`src/hdl/sd_dat_pkg.sv`:
```
package sd_dat_pkg;

	// axi4-lite, master to slave
	typedef struct packed {
		logic        awvalid;
		logic [7:0]  awaddr;
		logic        wvalid;
		logic [31:0] wdata;
		logic [3:0]  wstrb;
		logic        bready;
		logic        arvalid;
		logic [7:0]  araddr;
		logic        rready;
	} axil_req_t;

	// slave to master
	typedef struct packed {
		logic        awready;
		logic        wready;
		logic        bvalid;
		logic [1:0]  bresp;
		logic        arready;
		logic        rvalid;
		logic [31:0] rdata;
		logic [1:0]  rresp;
	} axil_rsp_t;

	localparam logic [1:0] RESP_OKAY   = 2'b00;
	localparam logic [1:0] RESP_SLVERR = 2'b10;

	typedef enum logic [7:0] {
		REG_CTRL   = 8'h00,
		REG_CFG    = 8'h04,
		REG_TMO_LO = 8'h08,
		REG_TMO_HI = 8'h0C,
		REG_TXDATA = 8'h10,
		REG_RXDATA = 8'h14,
		REG_STATUS = 8'h18
	} reg_addr_e;

	typedef struct packed {
		logic        write_dir;
		logic        multiple;
		logic [3:0]  words;
		logic [63:0] timeout;
	} xfer_cfg_t;

	typedef struct packed {
		logic ready;
		logic complete;
		logic timed_out;
		logic token_err;
	} xfer_status_t;

	typedef enum logic [3:0] {
		ST_RESET,
		ST_IDLE,
		ST_LOAD_WRITE,
		ST_SEND,
		ST_WAIT_RESPONSE,
		ST_READ,
		ST_READ_FIFO_WRITE,
		ST_WAIT_ACK
	} ctrl_state_e;

	typedef enum logic {
		RX_WORD,
		RX_TOKEN
	} rx_kind_e;

	localparam logic [2:0] TOKEN_ACCEPTED = 3'b010;

endpackage
```
`src/hdl/sd_dat_top.sv`:
```
`timescale 1ns/1ps

module sd_dat_top
	import sd_dat_pkg::*;
#(
	parameter int FIFO_DEPTH = 16,
	parameter int WORD_WIDTH = 32
)
(
	input  logic      sd_clock,
	input  logic      reset,
	input  axil_req_t host_req,
	output axil_rsp_t host_rsp,
	input  logic      dat_in,
	output logic      dat_out,
	output logic      dat_oe
);

	xfer_cfg_t             cfg;
	xfer_status_t          status;
	logic                  start;
	logic                  abort;
	logic                  ack;
	logic                  tx_push;
	logic [WORD_WIDTH-1:0] tx_wdata;
	logic                  tx_full;
	logic                  tx_pop;
	logic [WORD_WIDTH-1:0] tx_rdata;
	logic                  tx_empty;
	logic                  rx_push;
	logic [WORD_WIDTH-1:0] rx_wdata;
	logic                  rx_pop;
	logic [WORD_WIDTH-1:0] rx_rdata;
	logic                  rx_empty;
	logic                  load;
	logic [WORD_WIDTH-1:0] tx_word;
	logic                  tx_done;
	logic                  listen;
	rx_kind_e              rx_kind;
	logic                  clear;
	logic                  rx_done;
	logic [WORD_WIDTH-1:0] rx_word;
	logic [2:0]            rx_token;

	dat_host_regs regs_inst (
		.sd_clock (sd_clock),
		.reset    (reset),
		.host_req (host_req),
		.host_rsp (host_rsp),
		.cfg      (cfg),
		.start    (start),
		.abort    (abort),
		.ack      (ack),
		.status   (status),
		.tx_push  (tx_push),
		.tx_wdata (tx_wdata),
		.tx_full  (tx_full),
		.rx_pop   (rx_pop),
		.rx_rdata (rx_rdata),
		.rx_empty (rx_empty)
	);

	dat_phys_controller ctrl_inst (
		.sd_clock (sd_clock),
		.reset    (reset),
		.cfg      (cfg),
		.start    (start),
		.abort    (abort),
		.ack      (ack),
		.status   (status),
		.tx_pop   (tx_pop),
		.tx_rdata (tx_rdata),
		.tx_empty (tx_empty),
		.rx_push  (rx_push),
		.rx_wdata (rx_wdata),
		.load     (load),
		.tx_word  (tx_word),
		.tx_done  (tx_done),
		.listen   (listen),
		.rx_kind  (rx_kind),
		.clear    (clear),
		.rx_done  (rx_done),
		.rx_word  (rx_word),
		.rx_token (rx_token)
	);

	dat_line_serdes #(
		.WORD_WIDTH (WORD_WIDTH)
	) serdes_inst (
		.sd_clock (sd_clock),
		.reset    (reset),
		.load     (load),
		.tx_word  (tx_word),
		.tx_done  (tx_done),
		.listen   (listen),
		.rx_kind  (rx_kind),
		.clear    (clear),
		.rx_done  (rx_done),
		.rx_word  (rx_word),
		.rx_token (rx_token),
		.dat_in   (dat_in),
		.dat_out  (dat_out),
		.dat_oe   (dat_oe)
	);

	dat_word_fifo #(
		.FIFO_DEPTH (FIFO_DEPTH),
		.WORD_WIDTH (WORD_WIDTH)
	) tx_fifo (
		.sd_clock (sd_clock),
		.reset    (reset),
		.push     (tx_push),
		.wdata    (tx_wdata),
		.pop      (tx_pop),
		.rdata    (tx_rdata),
		.full     (tx_full),
		.empty    (tx_empty)
	);

	// word count stays below depth, full never reached
	dat_word_fifo #(
		.FIFO_DEPTH (FIFO_DEPTH),
		.WORD_WIDTH (WORD_WIDTH)
	) rx_fifo (
		.sd_clock (sd_clock),
		.reset    (reset),
		.push     (rx_push),
		.wdata    (rx_wdata),
		.pop      (rx_pop),
		.rdata    (rx_rdata),
		.full     (),
		.empty    (rx_empty)
	);

endmodule

```
`src/hdl/dat_host_regs.sv`:
```
`timescale 1ns/1ps

module dat_host_regs
	import sd_dat_pkg::*;
(
	input  logic         sd_clock,
	input  logic         reset,
	input  axil_req_t    host_req,
	output axil_rsp_t    host_rsp,
	output xfer_cfg_t    cfg,
	output logic         start,
	output logic         abort,
	output logic         ack,
	input  xfer_status_t status,
	output logic         tx_push,
	output logic [31:0]  tx_wdata,
	input  logic         tx_full,
	output logic         rx_pop,
	input  logic [31:0]  rx_rdata,
	input  logic         rx_empty
);

	logic        wr_accept;
	logic        rd_accept;
	reg_addr_e   wr_addr;
	reg_addr_e   rd_addr;
	logic        bvalid;
	logic [1:0]  bresp;
	logic        rvalid;
	logic [1:0]  rresp;
	logic [31:0] rdata;

	function automatic logic [31:0] merge_bytes(input logic [31:0] old_val,
		input logic [31:0] new_val, input logic [3:0] strb);
		logic [31:0] result;
		result = old_val;
		for (int i = 0; i < 4; i++)
		begin
			if (strb[i])
				result[i*8 +: 8] = new_val[i*8 +: 8];
		end
		return result;
	endfunction

	assign wr_addr   = reg_addr_e'(host_req.awaddr);
	assign rd_addr   = reg_addr_e'(host_req.araddr);
	assign wr_accept = host_req.awvalid && host_req.wvalid && !bvalid;
	assign rd_accept = host_req.arvalid && !rvalid;

	// fifo side effects of data register access
	assign tx_push  = wr_accept && (wr_addr == REG_TXDATA) && !tx_full;
	assign tx_wdata = host_req.wdata;
	assign rx_pop   = rd_accept && (rd_addr == REG_RXDATA) && !rx_empty;

	assign host_rsp.awready = wr_accept;
	assign host_rsp.wready  = wr_accept;
	assign host_rsp.bvalid  = bvalid;
	assign host_rsp.bresp   = bresp;
	assign host_rsp.arready = rd_accept;
	assign host_rsp.rvalid  = rvalid;
	assign host_rsp.rdata   = rdata;
	assign host_rsp.rresp   = rresp;

	always_ff @(posedge sd_clock)
	begin
		if (reset)
		begin
			bvalid <= 1'b0;
			bresp  <= RESP_OKAY;
			start  <= 1'b0;
			abort  <= 1'b0;
			ack    <= 1'b0;
			cfg    <= '0;
		end
		else
		begin
			start <= 1'b0;
			abort <= 1'b0;
			ack   <= 1'b0;
			if (bvalid && host_req.bready)
				bvalid <= 1'b0;
			if (wr_accept)
			begin
				bvalid <= 1'b1;
				bresp  <= RESP_OKAY;
				case (wr_addr)
					REG_CTRL:
					begin
						start <= host_req.wdata[0];
						abort <= host_req.wdata[1];
						ack   <= host_req.wdata[2];
					end
					REG_CFG:
					begin
						if (host_req.wstrb[0])
						begin
							cfg.write_dir <= host_req.wdata[0];
							cfg.multiple  <= host_req.wdata[1];
							cfg.words     <= host_req.wdata[7:4];
						end
					end
					REG_TMO_LO:
						cfg.timeout[31:0] <= merge_bytes(cfg.timeout[31:0],
							host_req.wdata, host_req.wstrb);
					REG_TMO_HI:
						cfg.timeout[63:32] <= merge_bytes(cfg.timeout[63:32],
							host_req.wdata, host_req.wstrb);
					REG_TXDATA:
						if (tx_full)
							bresp <= RESP_SLVERR; // word dropped
					default:
						bresp <= RESP_SLVERR;
				endcase
			end
		end
	end

	always_ff @(posedge sd_clock)
	begin
		if (reset)
			rvalid <= 1'b0;
		else if (rd_accept)
			rvalid <= 1'b1;
		else if (host_req.rready)
			rvalid <= 1'b0;
	end

	always_ff @(posedge sd_clock)
	begin
		if (rd_accept)
		begin
			rresp <= RESP_OKAY;
			rdata <= '0;
			case (rd_addr)
				REG_CTRL, REG_TXDATA:
					rdata <= '0; // write only
				REG_CFG:
					rdata <= {24'd0, cfg.words, 2'b00, cfg.multiple, cfg.write_dir};
				REG_TMO_LO:
					rdata <= cfg.timeout[31:0];
				REG_TMO_HI:
					rdata <= cfg.timeout[63:32];
				REG_RXDATA:
					if (rx_empty)
						rresp <= RESP_SLVERR;
					else
						rdata <= rx_rdata;
				REG_STATUS:
					rdata <= {26'd0, rx_empty, tx_full, status.token_err,
						status.timed_out, status.complete, status.ready};
				default:
					rresp <= RESP_SLVERR;
			endcase
		end
	end

	bresp_held: assert property (@(posedge sd_clock) disable iff (reset)
		bvalid && !host_req.bready |=> bvalid);

endmodule

```
`src/hdl/dat_phys_controller.sv`:
```
`timescale 1ns/1ps

module dat_phys_controller
	import sd_dat_pkg::*;
(
	input  logic         sd_clock,
	input  logic         reset,
	input  xfer_cfg_t    cfg,
	input  logic         start,
	input  logic         abort,
	input  logic         ack,
	output xfer_status_t status,
	output logic         tx_pop,
	input  logic [31:0]  tx_rdata,
	input  logic         tx_empty,
	output logic         rx_push,
	output logic [31:0]  rx_wdata,
	output logic         load,
	output logic [31:0]  tx_word,
	input  logic         tx_done,
	output logic         listen,
	output rx_kind_e     rx_kind,
	output logic         clear,
	input  logic         rx_done,
	input  logic [31:0]  rx_word,
	input  logic [2:0]   rx_token
);

	ctrl_state_e state;
	logic [3:0]  word_cnt;
	logic [3:0]  word_target;
	logic [63:0] tmo_cnt;
	logic        tmo_hit;
	logic        timed_out;
	logic        token_err;

	assign word_target = (cfg.multiple && cfg.words != 4'd0) ? cfg.words : 4'd1;
	assign tmo_hit     = (tmo_cnt == cfg.timeout);

	assign tx_pop   = (state == ST_LOAD_WRITE) && !tx_empty;
	assign rx_push  = (state == ST_READ_FIFO_WRITE);
	assign rx_wdata = rx_word; // held by serdes until clear
	assign listen   = (state == ST_WAIT_RESPONSE) || (state == ST_READ);
	assign rx_kind  = cfg.write_dir ? RX_TOKEN : RX_WORD;
	assign clear    = (state == ST_IDLE) || (state == ST_READ_FIFO_WRITE);

	assign status.ready     = (state == ST_IDLE);
	assign status.complete  = (state == ST_WAIT_ACK);
	assign status.timed_out = timed_out;
	assign status.token_err = token_err;

	always_ff @(posedge sd_clock)
	begin
		if (tx_pop)
			tx_word <= tx_rdata;
	end

	// only counts while waiting on the card
	always_ff @(posedge sd_clock)
	begin
		if (reset || !listen)
			tmo_cnt <= '0;
		else
			tmo_cnt <= tmo_cnt + 64'd1;
	end

	always_ff @(posedge sd_clock)
	begin
		if (reset)
		begin
			state     <= ST_RESET;
			word_cnt  <= '0;
			timed_out <= 1'b0;
			token_err <= 1'b0;
			load      <= 1'b0;
		end
		else if (abort)
		begin
			state <= ST_IDLE;
			load  <= 1'b0;
		end
		else
		begin
			load <= 1'b0;
			case (state)
				ST_RESET:
					state <= ST_IDLE;
				ST_IDLE:
					if (start)
					begin
						word_cnt  <= '0;
						timed_out <= 1'b0;
						token_err <= 1'b0;
						state     <= cfg.write_dir ? ST_LOAD_WRITE : ST_READ;
					end
				ST_LOAD_WRITE:
					if (!tx_empty)
					begin
						load  <= 1'b1;
						state <= ST_SEND;
					end
				ST_SEND:
					if (tx_done)
						state <= ST_WAIT_RESPONSE;
				ST_WAIT_RESPONSE:
					if (tmo_hit)
					begin
						timed_out <= 1'b1;
						state     <= ST_WAIT_ACK;
					end
					else if (rx_done)
					begin
						if (rx_token != TOKEN_ACCEPTED)
						begin
							token_err <= 1'b1;
							state     <= ST_WAIT_ACK;
						end
						else
						begin
							word_cnt <= word_cnt + 4'd1;
							state    <= (word_cnt + 4'd1 == word_target) ? ST_WAIT_ACK
								: ST_LOAD_WRITE;
						end
					end
				ST_READ:
					if (tmo_hit)
					begin
						timed_out <= 1'b1;
						state     <= ST_WAIT_ACK;
					end
					else if (rx_done)
					begin
						word_cnt <= word_cnt + 4'd1;
						state    <= ST_READ_FIFO_WRITE;
					end
				ST_READ_FIFO_WRITE:
					state <= (word_cnt == word_target) ? ST_WAIT_ACK : ST_READ;
				ST_WAIT_ACK:
					if (ack)
						state <= ST_IDLE;
				default:
					state <= ST_RESET;
			endcase
		end
	end

	no_push_on_load: assert property (@(posedge sd_clock) disable iff (reset)
		!(rx_push && load));

	state_legal: assert property (@(posedge sd_clock) disable iff (reset)
		state inside {ST_RESET, ST_IDLE, ST_LOAD_WRITE, ST_SEND, ST_WAIT_RESPONSE,
			ST_READ, ST_READ_FIFO_WRITE, ST_WAIT_ACK});

endmodule

```
`src/hdl/dat_line_serdes.sv`:
```
`timescale 1ns/1ps

module dat_line_serdes
	import sd_dat_pkg::*;
#(
	parameter int WORD_WIDTH = 32
)
(
	input  logic                  sd_clock,
	input  logic                  reset,
	input  logic                  load,
	input  logic [WORD_WIDTH-1:0] tx_word,
	output logic                  tx_done,
	input  logic                  listen,
	input  rx_kind_e              rx_kind,
	input  logic                  clear,
	output logic                  rx_done,
	output logic [WORD_WIDTH-1:0] rx_word,
	output logic [2:0]            rx_token,
	input  logic                  dat_in,
	output logic                  dat_out,
	output logic                  dat_oe
);

	localparam int CNT_W = $clog2(WORD_WIDTH + 3);

	logic [WORD_WIDTH+1:0] tx_shift; // start, data, end
	logic [CNT_W-1:0]      tx_cnt;
	logic [WORD_WIDTH-1:0] rx_shift;
	logic [CNT_W-1:0]      rx_cnt;
	logic                  rx_active;

	assign dat_oe   = (tx_cnt != '0);
	assign dat_out  = dat_oe ? tx_shift[WORD_WIDTH+1] : 1'b1;
	assign rx_word  = rx_shift;
	assign rx_token = rx_shift[2:0];

	always_ff @(posedge sd_clock)
	begin
		if (load)
			tx_shift <= {1'b0, tx_word, 1'b1};
		else if (dat_oe)
			tx_shift <= {tx_shift[WORD_WIDTH:0], 1'b1};
	end

	always_ff @(posedge sd_clock)
	begin
		if (reset)
		begin
			tx_cnt  <= '0;
			tx_done <= 1'b0;
		end
		else
		begin
			tx_done <= (tx_cnt == CNT_W'(1)); // end bit on the pad now
			if (load)
				tx_cnt <= CNT_W'(WORD_WIDTH + 2);
			else if (dat_oe)
				tx_cnt <= tx_cnt - 1'b1;
		end
	end

	always_ff @(posedge sd_clock)
	begin
		if (rx_active && rx_cnt != '0)
			rx_shift <= {rx_shift[WORD_WIDTH-2:0], dat_in};
	end

	always_ff @(posedge sd_clock)
	begin
		if (reset || clear)
		begin
			rx_active <= 1'b0;
			rx_cnt    <= '0;
			rx_done   <= 1'b0;
		end
		else if (!rx_active)
		begin
			rx_done <= 1'b0;
			if (listen && !dat_in) // start bit
			begin
				rx_active <= 1'b1;
				rx_cnt    <= (rx_kind == RX_WORD) ? CNT_W'(WORD_WIDTH) : CNT_W'(3);
			end
		end
		else if (rx_cnt != '0)
			rx_cnt <= rx_cnt - 1'b1;
		else
		begin
			rx_active <= 1'b0;
			rx_done   <= dat_in; // frame dropped without end bit
		end
	end

	no_load_while_busy: assert property (@(posedge sd_clock) disable iff (reset)
		load |-> tx_cnt == '0);

endmodule

```
`src/hdl/dat_word_fifo.sv`:
```
`timescale 1ns/1ps

module dat_word_fifo
#(
	parameter int FIFO_DEPTH = 16,
	parameter int WORD_WIDTH = 32
)
(
	input  logic                  sd_clock,
	input  logic                  reset,
	input  logic                  push,
	input  logic [WORD_WIDTH-1:0] wdata,
	input  logic                  pop,
	output logic [WORD_WIDTH-1:0] rdata,
	output logic                  full,
	output logic                  empty
);

	localparam int PTR_W = $clog2(FIFO_DEPTH);
	localparam int CNT_W = $clog2(FIFO_DEPTH + 1);

	logic [WORD_WIDTH-1:0] mem [FIFO_DEPTH];
	logic [PTR_W-1:0]      wr_ptr;
	logic [PTR_W-1:0]      rd_ptr;
	logic [CNT_W-1:0]      count;
	logic                  do_push;
	logic                  do_pop;

	function automatic logic [PTR_W-1:0] next_ptr(input logic [PTR_W-1:0] ptr);
		return (ptr == PTR_W'(FIFO_DEPTH - 1)) ? '0 : ptr + 1'b1;
	endfunction

	assign full    = (count == CNT_W'(FIFO_DEPTH));
	assign empty   = (count == '0);
	assign do_push = push && !full;
	assign do_pop  = pop && !empty;
	assign rdata   = mem[rd_ptr]; // head word, no read latency

	always_ff @(posedge sd_clock)
	begin
		if (do_push)
			mem[wr_ptr] <= wdata;
	end

	always_ff @(posedge sd_clock)
	begin
		if (reset)
		begin
			wr_ptr <= '0;
			rd_ptr <= '0;
			count  <= '0;
		end
		else
		begin
			if (do_push)
				wr_ptr <= next_ptr(wr_ptr);
			if (do_pop)
				rd_ptr <= next_ptr(rd_ptr);
			count <= count + CNT_W'(do_push) - CNT_W'(do_pop);
		end
	end

	fifo_guard: assert property (@(posedge sd_clock) disable iff (reset)
		!(push && full) && !(pop && empty));

endmodule

```
`config.mk`:
```
export PLATFORM = sky130hd
export DESIGN_NAME = sd_dat_top
export DESIGN_NICKNAME = d
export VERILOG_FILES = /design/src/hdl/sd_dat_pkg.sv /design/src/hdl/sd_dat_top.sv /design/src/hdl/dat_host_regs.sv /design/src/hdl/dat_phys_controller.sv /design/src/hdl/dat_line_serdes.sv /design/src/hdl/dat_word_fifo.sv
export SDC_FILE = /design/constraint.sdc
export NUM_CORES = 1
export LEC_CHECK = 0
export BUFFER_PORTS_ARGS = -buffer_cell sky130_fd_sc_hd__clkbuf_2
export CORE_MARGIN = 1
export CORE_UTILIZATION = 65
export DETAILED_ROUTE_END_ITERATION = 16
export GPL_TIMING_DRIVEN = 0
export PLACE_DENSITY = 0.82
export SLEW_MARGIN = 15
export SYNTH_ARGS = -nofsm -noshare
export SYNTH_HDL_FRONTEND = slang
export SYNTH_SLANG_ARGS = --single-unit
```
`constraint.sdc`:
```
create_clock -name sd_clock -period 7.9 [get_ports sd_clock]
set_input_delay 0.79 -clock sd_clock [delete_from_list [all_inputs] [get_ports sd_clock]]
set_output_delay 0.79 -clock sd_clock [all_outputs]
set_load 0.01 [all_outputs]
```
==> results.sh, run 1 <==
export IMPL_status="finished clean"
export IMPL_synth_most_common_cell="edfxtp_1"
export IMPL_syn_avg_cell_area_um2=18.7
export IMPL_hold_violations=0
export IMPL_synth_common_cells="1,153 x edfxtp_1, 320 x mux4_2, 196 x dfxtp_1, 196 x nor2_1, 114 x xnor2_1"
export IMPL_critPathLaunchType="flop"
export IMPL_grt_antenna_before_repair=4
export IMPL_grt_use_met3=0.0575
export IMPL_post_cts_repair_setup_buffers=0
export IMPL_peakVddDrop_mv=0.281
export IMPL_grt_usage=0.350
export IMPL_fillers=4266
export IMPL_place_congestion=0.943
export IMPL_worstPathRequired_ns=8.33
export IMPL_cp_cell_sequence="and3b_1 > nand2_1 > nor4_2 > nand2_1 > nor3_2 > buf_6 > buf_6 > buf_6 > buf_4"
export IMPL_drt_total_wl_um=142000
export IMPL_area_delta_synth_final_pct=14.0
export IMPL_leakagePower_nw=19.1
export IMPL_wl_per_cell_um=33.1
export IMPL_initial_core_util=0.658
export IMPL_num_vias=29062
export IMPL_dp_hpwl_um=88900
export IMPL_cts_resized_gates=0
export IMPL_grt_pass1_wl_um=202000
export IMPL_skew_ns=0.0311
export IMPL_cp_common_cell="buf_6"
export IMPL_slowest_delay_ns=0.87
export IMPL_cap_viol_max_count=0
export IMPL_fp_row_count=104
export IMPL_gr_total_overflow=0
export IMPL_top_usage_layer="met2"
export IMPL_io_pins=103
export IMPL_cp_arrival_ns=4.53
export IMPL_slew_viol_final=0
export IMPL_dieArea_mm2=0.0827
export IMPL_synth_flop_cell="edfxtp_1"
export IMPL_stdcell_area_mm2=0.0604
export IMPL_ctsHoldBuffers=0
export IMPL_ys_types=75
export IMPL_drc_errors=0
export IMPL_slew_headroom=0.212
export IMPL_setup_viol=0
export IMPL_cts_tree="yes"
export IMPL_path_class="flop to flop"
export IMPL_synth_edf_count=1153
export IMPL_endpoint_kind="flop"
export IMPL_rsz0062_at_grt="false"
export IMPL_die_x_um=288
export IMPL_synthTopCellsByArea="edfxtp_1 65%, mux4_2 14%, dfxtp_1 7.4%, xnor2_1 1.9%, mux2i_1 1.5%"
export IMPL_multi_input_area_mm2=0.0137
export IMPL_clock_sinks=1349
export IMPL_first_pass_iters=6
export IMPL_finalCriticalPeriod_ns=4.10
export IMPL_h_tree_depth=4
export IMPL_num_nets_final=3206
export IMPL_synthCells=2828
export IMPL_core_area_mm2=0.0805
export IMPL_netlist_area_mm2=0.0530
export IMPL_yosysTopAreaCellShare=0.653
export IMPL_power_w=0.0152
export IMPL_ant_nets=0
export IMPL_drive_above_1_share=0.243
export IMPL_cts_inserted_buffers=133
export IMPL_synthArstFlopShare=0
export IMPL_portBuffers=100
export IMPL_ys_seq_area_frac=0.727
export IMPL_fin_crit_sh=0.519
export IMPL_cts_buffer_depth=3
export IMPL_tightest_slew_ns=1.18
export IMPL_max_freq_mhz=244
export IMPL_drt_iter0_markers=3491
export IMPL_die_height_um=288
export IMPL_hp_class="primary input to flop"
export IMPL_ys_warn_count=0
export IMPL_dpl_instance_area_mm2=0.0560
export IMPL_ys_seq_elements=1349
export IMPL_clk_pin_slew_ns=0.06
export IMPL_cts_root_buf="clkbuf_16"
export IMPL_synth_top_area_cell="edfxtp_1"
export IMPL_use_met2=0.616
export IMPL_fin_cells=4286
export IMPL_regArea_mm2=0.0385
export IMPL_use_met1=0.416
export IMPL_p_per_area_mw_per_mm2=251
export IMPL_final_util=0.750
export IMPL_grt_pass1_vias=29890
export IMPL_grt_max_degree=25
export IMPL_cp_max_fo=9
export IMPL_clock_latency_ns=0.76
export IMPL_crit_slowest_cell="nor4_2"
export IMPL_drt_vias_per_instance=6.78
export IMPL_placedCellCount=4042
area by class of cell:
class	count	share of cell area
Antenna cell	4	0.000166
Sequential cell	1349	0.638
Buffer	148	0.0101
Timing Repair Buffer	153	0.0245
Clock buffer	165	0.0595
Multi-Input combinational cell	1258	0.227
Clock inverter	75	0.0139
Inverter	74	0.00460
Tap cell	1060	0.0220
power by group:
part           switching [W]  internal [W]
Combinational       0.000468      0.000280
Clock                0.00281       0.00370
Sequential         0.0000775       0.00785
Total                0.00336        0.0118
cells by family after synthesis:
| group | synth area share |
|---|---|
| flops | 0.727 |
| simple gates | 0.0469 |
| mux | 0.158 |
| buf+inv | 0.0167 |
| compound gates | 0.0200 |
| xor+xnor | 0.0239 |
| fa+ha+maj | 0.00713 |
| other cells | 0.0000707 |
flip-flops by register name (all words and copies together) (netlist names), 6 cells and up, named ones only:
name	cells
serdes_inst.rx_cnt	6
rx_fifo.mem	512
regs_inst.cfg	70
serdes_inst.rx_word	32
tx_fifo.mem	512
regs_inst.rdata	32
serdes_inst.tx_shift	33
serdes_inst.tx_cnt	6
ctrl_inst.tx_word	32
ctrl_inst.tmo_cnt	64
metrics by stage:
stage | worst slack (ns) | TNS (ns) | hold WS, ns
finish | 3.80 | 0 | 0.249
floorplan | 2.98 | 0 | 0.438
global placement | -0.0960 | -8.58 | 0.470
global route | 3.71 | 0 | 0.234
detailed placement | 3.40 | 0 | 0.500
CTS | 3.90 | 0 | 0.214
metal layers:
| layer | part of all wire | wire length, um |
|---|---|---|
| met1 | 0.34 | 48300 |
| met2 | 0.53 | 74500 |
| met3 | 0.079 | 11300 |
| met4 | 0.055 | 7760 |
| met5 | 0.00023 | 33 |
final timing paths:
kind	slack, ns	depth (start not counted)	to	startpoint
hold / removal	0.25	2	regs_inst.rvalid$_SDFFE_PP0P_	host_req[0]
setup / recovery	3.80	9	tx_fifo.mem[0][13]$_DFFE_PP_	regs_inst.bvalid$_SDFFE_PP0P_
hold reg to reg	0.52	1	ctrl_inst.tmo_cnt[0]$_SDFF_PP0_	ctrl_inst.tmo_cnt[0]$_SDFF_PP0_
setup reg to reg	3.80	9	tx_fifo.mem[0][13]$_DFFE_PP_	regs_inst.bvalid$_SDFFE_PP0P_
cell usage in the layout, fill, tap and decap left out, types with 25 or more instances in the layout:
cell type and count:
mux2i_1 81, clkbuf_2 105, xnor2_1 114, nor3_1 29, nor2_1 183, xor2_1 28, o21ai_0 48, dfxtp_1 196
nor4_1 26, mux4_2 320, a21oi_1 39, clkbuf_1 117, nand2_1 49, clkbuf_16 137, ha_1 27, nand4_1 30
mux2_2 32, edfxtp_1 1153, inv_1 74, nand3_1 25
critical path, delay by kind of cell (launching register included):
kind                   cells  cell delay [ns]
DFF                        1             0.33
buffers and inverters      4             0.78
and+or+nand+nor            5             2.68
(Power assumes the default switching activity.)
==> run 2: changes to the inputs <==
--- a/config.mk
+++ b/config.mk
@@ -7,10 +7,10 @@
 export LEC_CHECK = 0
 export BUFFER_PORTS_ARGS = -buffer_cell sky130_fd_sc_hd__clkbuf_2
 export CORE_MARGIN = 1
-export CORE_UTILIZATION = 65
+export CORE_UTILIZATION = 56
 export DETAILED_ROUTE_END_ITERATION = 16
 export GPL_TIMING_DRIVEN = 0
-export PLACE_DENSITY = 0.82
+export PLACE_DENSITY = 0.75
 export SLEW_MARGIN = 15
 export SYNTH_ARGS = -nofsm -noshare
 export SYNTH_HDL_FRONTEND = slang
==> constraint.sdc (replaced) <==
create_clock -name sd_clock -period 3.6 [get_ports sd_clock]
set_input_delay 0.36 -clock sd_clock [delete_from_list [all_inputs] [get_ports sd_clock]]
set_output_delay 0.36 -clock sd_clock [all_outputs]
set_load 0.01 [all_outputs]
==> run 2 against run 1 <==
Against the previous run:
- via count is 3.2% lower
- combinational power rose by 110%
- highest routed layer unchanged
- cell count rose by 4.5%
==> results.sh, run 2 (same netlist as run 1, synthesis figures left out) <==
export IMPL_endpoint_kind="flop"
export IMPL_p_comb_frac=0.049
export IMPL_cap_viol_max_count=0
export IMPL_setup_viol=0
export IMPL_multi_input_area_mm2=0.0138
export IMPL_hp_start="host_req[25]"
export IMPL_hold_end="tx_fifo.mem[15][10]$_DFFE_PP_"
export IMPL_first_pass_iters=5
export IMPL_cts_buffer_depth=3
export IMPL_finalCriticalPeriod_ns=3.56
export IMPL_status="finished clean"
export IMPL_mostFrequentLayoutCells="1,153 x edfxtp_1, 320 x mux4_2, 196 x dfxtp_1, 183 x nor2_1, 137 x clkbuf_16"
export IMPL_core_area_mm2=0.0935
export IMPL_slew_headroom=0.219
export IMPL_cts_tree="yes"
export IMPL_fp_row_count=112
export IMPL_portBuffers=100
export IMPL_cts_root_buf="clkbuf_16"
export IMPL_grt_usage=0.281
export IMPL_clock_sinks=1349
export IMPL_drt_total_wl_um=131000
export IMPL_initial_core_util=0.567
export IMPL_num_vias=28123
export IMPL_dp_slack_ns=-0.139
export IMPL_critPathLaunchType="flop"
export IMPL_dp_hpwl_um=87500
export IMPL_place_congestion=0.941
export IMPL_dpl_instance_area_mm2=0.0561
export IMPL_cp_max_fo=10
export IMPL_p_sw_frac=0.217
export IMPL_skew_ns=0.0223
export IMPL_seqPwrFrac=0.529
export IMPL_hp_class="primary input to flop"
export IMPL_worst_r2r_path_depth=7
export IMPL_ant_nets=0
export IMPL_h_tree_depth=4
export IMPL_fin_crit_sh=0.989
export IMPL_intPower_w=0.0257
export IMPL_switchingPower_w=0.00713
export IMPL_slowest_delay_ns=0.79
export IMPL_area_delta_synth_final_pct=14.4
export IMPL_crit_family="buffers and inverters"
export IMPL_hold_violations=0
export IMPL_drive_above_1_share=0.242
export IMPL_io_pins=103
export IMPL_cp_arrival_ns=3.99
export IMPL_r2r_end="regs_inst.rdata[9]$_DFFE_PP_"
export IMPL_worstPathRequired_ns=4.03
export IMPL_stdcell_area_mm2=0.0606
export IMPL_cp_cell_sequence="clkbuf_1 > clkbuf_1 > buf_1 > mux4_2 > mux4_2 > inv_1 > o21ai_0"
export IMPL_path_class="flop to flop"
export IMPL_final_common_cell="edfxtp_1"
export IMPL_grt_pass1_wl_um=191000
export IMPL_min_delay_path_depth=1
export IMPL_gr_total_overflow=0
export IMPL_setup_slack_ns=0.0402
export IMPL_r2r_setup_slack_ns=0.04
export IMPL_tightest_slew_ns=1.17
export IMPL_num_nets_final=3203
export IMPL_wl_per_cell_um=29.4
export IMPL_leakagePower_nw=19.1
export IMPL_peakVddDrop_mv=0.528
export IMPL_drt_vias_per_instance=6.28
export IMPL_largestRegisters="rx_fifo.mem (512), tx_fifo.mem (512), regs_inst.cfg (70)"
export IMPL_grt_antenna_before_repair=10
export IMPL_slew_viol_final=0
export IMPL_fillers=6109
export IMPL_p_per_area_mw_per_mm2=542
export IMPL_die_x_um=310
export IMPL_regArea_mm2=0.0385
export IMPL_crit_slowest_cell="buf_1"
export IMPL_clock_latency_ns=0.77
export IMPL_path_buf_inv=4
export IMPL_cts_inserted_buffers=135
export IMPL_grt_max_degree=23
export IMPL_p_clk_frac=0.422
export IMPL_clk_pin_slew_ns=0.06
export IMPL_dieArea_mm2=0.0959
export IMPL_max_freq_mhz=281
export IMPL_drc_errors=0
export IMPL_grt_pass1_vias=28930
export IMPL_rsz0062_at_grt="true"
export IMPL_die_height_um=310
export IMPL_drt_iter0_markers=2984
[run 2: cell types whose count changed in the layout (fill, tap and decap cells not counted), sizes merged]
cell,change
buf,-10
bufinv,-4
clkbuf,+9
clkdlybuf4s15,+1
clkinv,-6
clkinvlp,+3
diode,-1
dlygate4sd3,+5
inv,+3
[run 2: how the worst max path moves through the flow]
stage                      start  cells past startpoint                       endpoint  slack (ns)
floorplan           host_req[48]                      4    tx_fifo.mem[7][0]$_DFFE_PP_       -0.06
global placement    host_req[48]                      5  tx_fifo.mem[11][12]$_DFFE_PP_       -1.85
detailed placement  host_req[48]                      6   tx_fifo.mem[3][19]$_DFFE_PP_       -0.14
CTS                         flop                      7  regs_inst.rdata[29]$_DFFE_PP_        0.03
global route                flop                      7  regs_inst.rdata[29]$_DFFE_PP_       -0.04
finish                      flop                      7   regs_inst.rdata[9]$_DFFE_PP_        0.04
[run 2: metal layers]
layer	wire, um	GRT usage	share of wire	vias to the layer above
li1	-	-	-	11848
met1	47100	0.337	0.36	14631
met2	70200	0.502	0.53	1330
met3	9200	0.0520	0.070	302
met4	4940	0.112	0.038	12
met5	66	0	0.00050	-
[run 2: what timing repair did]
action / 4_1_cts / 5_1_grt
buffers inserted: 0 / 1
pin swaps: 0 / 1
gates resized for setup: 3 / 1
hold buffers: 5 / 0
endpoints found under the hold margin: 8 / 0
endpoints found under the setup margin: 82 / 7
gates cloned: 0 / 0
[run 2: per-stage QoR]
stage | total power [W] | util | setup TNS [ns] | hold WS (ns) | std cells
final | 0.0329 | 0.648 | 0 | 0.0530 | 4480
after global routing | 0.0337 | 0.648 | -0.127 | 0.0579 | 4477
after CTS | 0.0330 | 0.648 | 0 | 0.0138 | 4475
after detailed placement | 0.0193 | 0.601 | -13.54 | 0.468 | 4224
after global placement | 0.0192 | 0.590 | -1018.58 | 0.462 | 4183
after floorplan | 0.0186 | - | -3.41 | 0.438 | 2829
[run 2: layout make-up]
| class | count | area share |
|---|---|---|
| Buffer | 148 | 0.0102 |
| Sequential cell | 1349 | 0.636 |
| Clock inverter | 71 | 0.0121 |
| Clock buffer | 175 | 0.0602 |
| Timing Repair Buffer | 148 | 0.0239 |
| Multi-Input combinational cell | 1258 | 0.227 |
| Inverter | 74 | 0.00458 |
| Tap cell | 1254 | 0.0259 |
| Antenna cell | 3 | 0.000124 |
[run 2: power groups by stage]
stage	clock network (W)	registers, W	logic [W]
after floorplan	0	0.0177	0.000985
after global placement	0	0.0177	0.00147
after detailed placement	0	0.0177	0.00160
after CTS	0.0140	0.0174	0.00162
after global routing	0.0146	0.0174	0.00174
final	0.0139	0.0174	0.00161
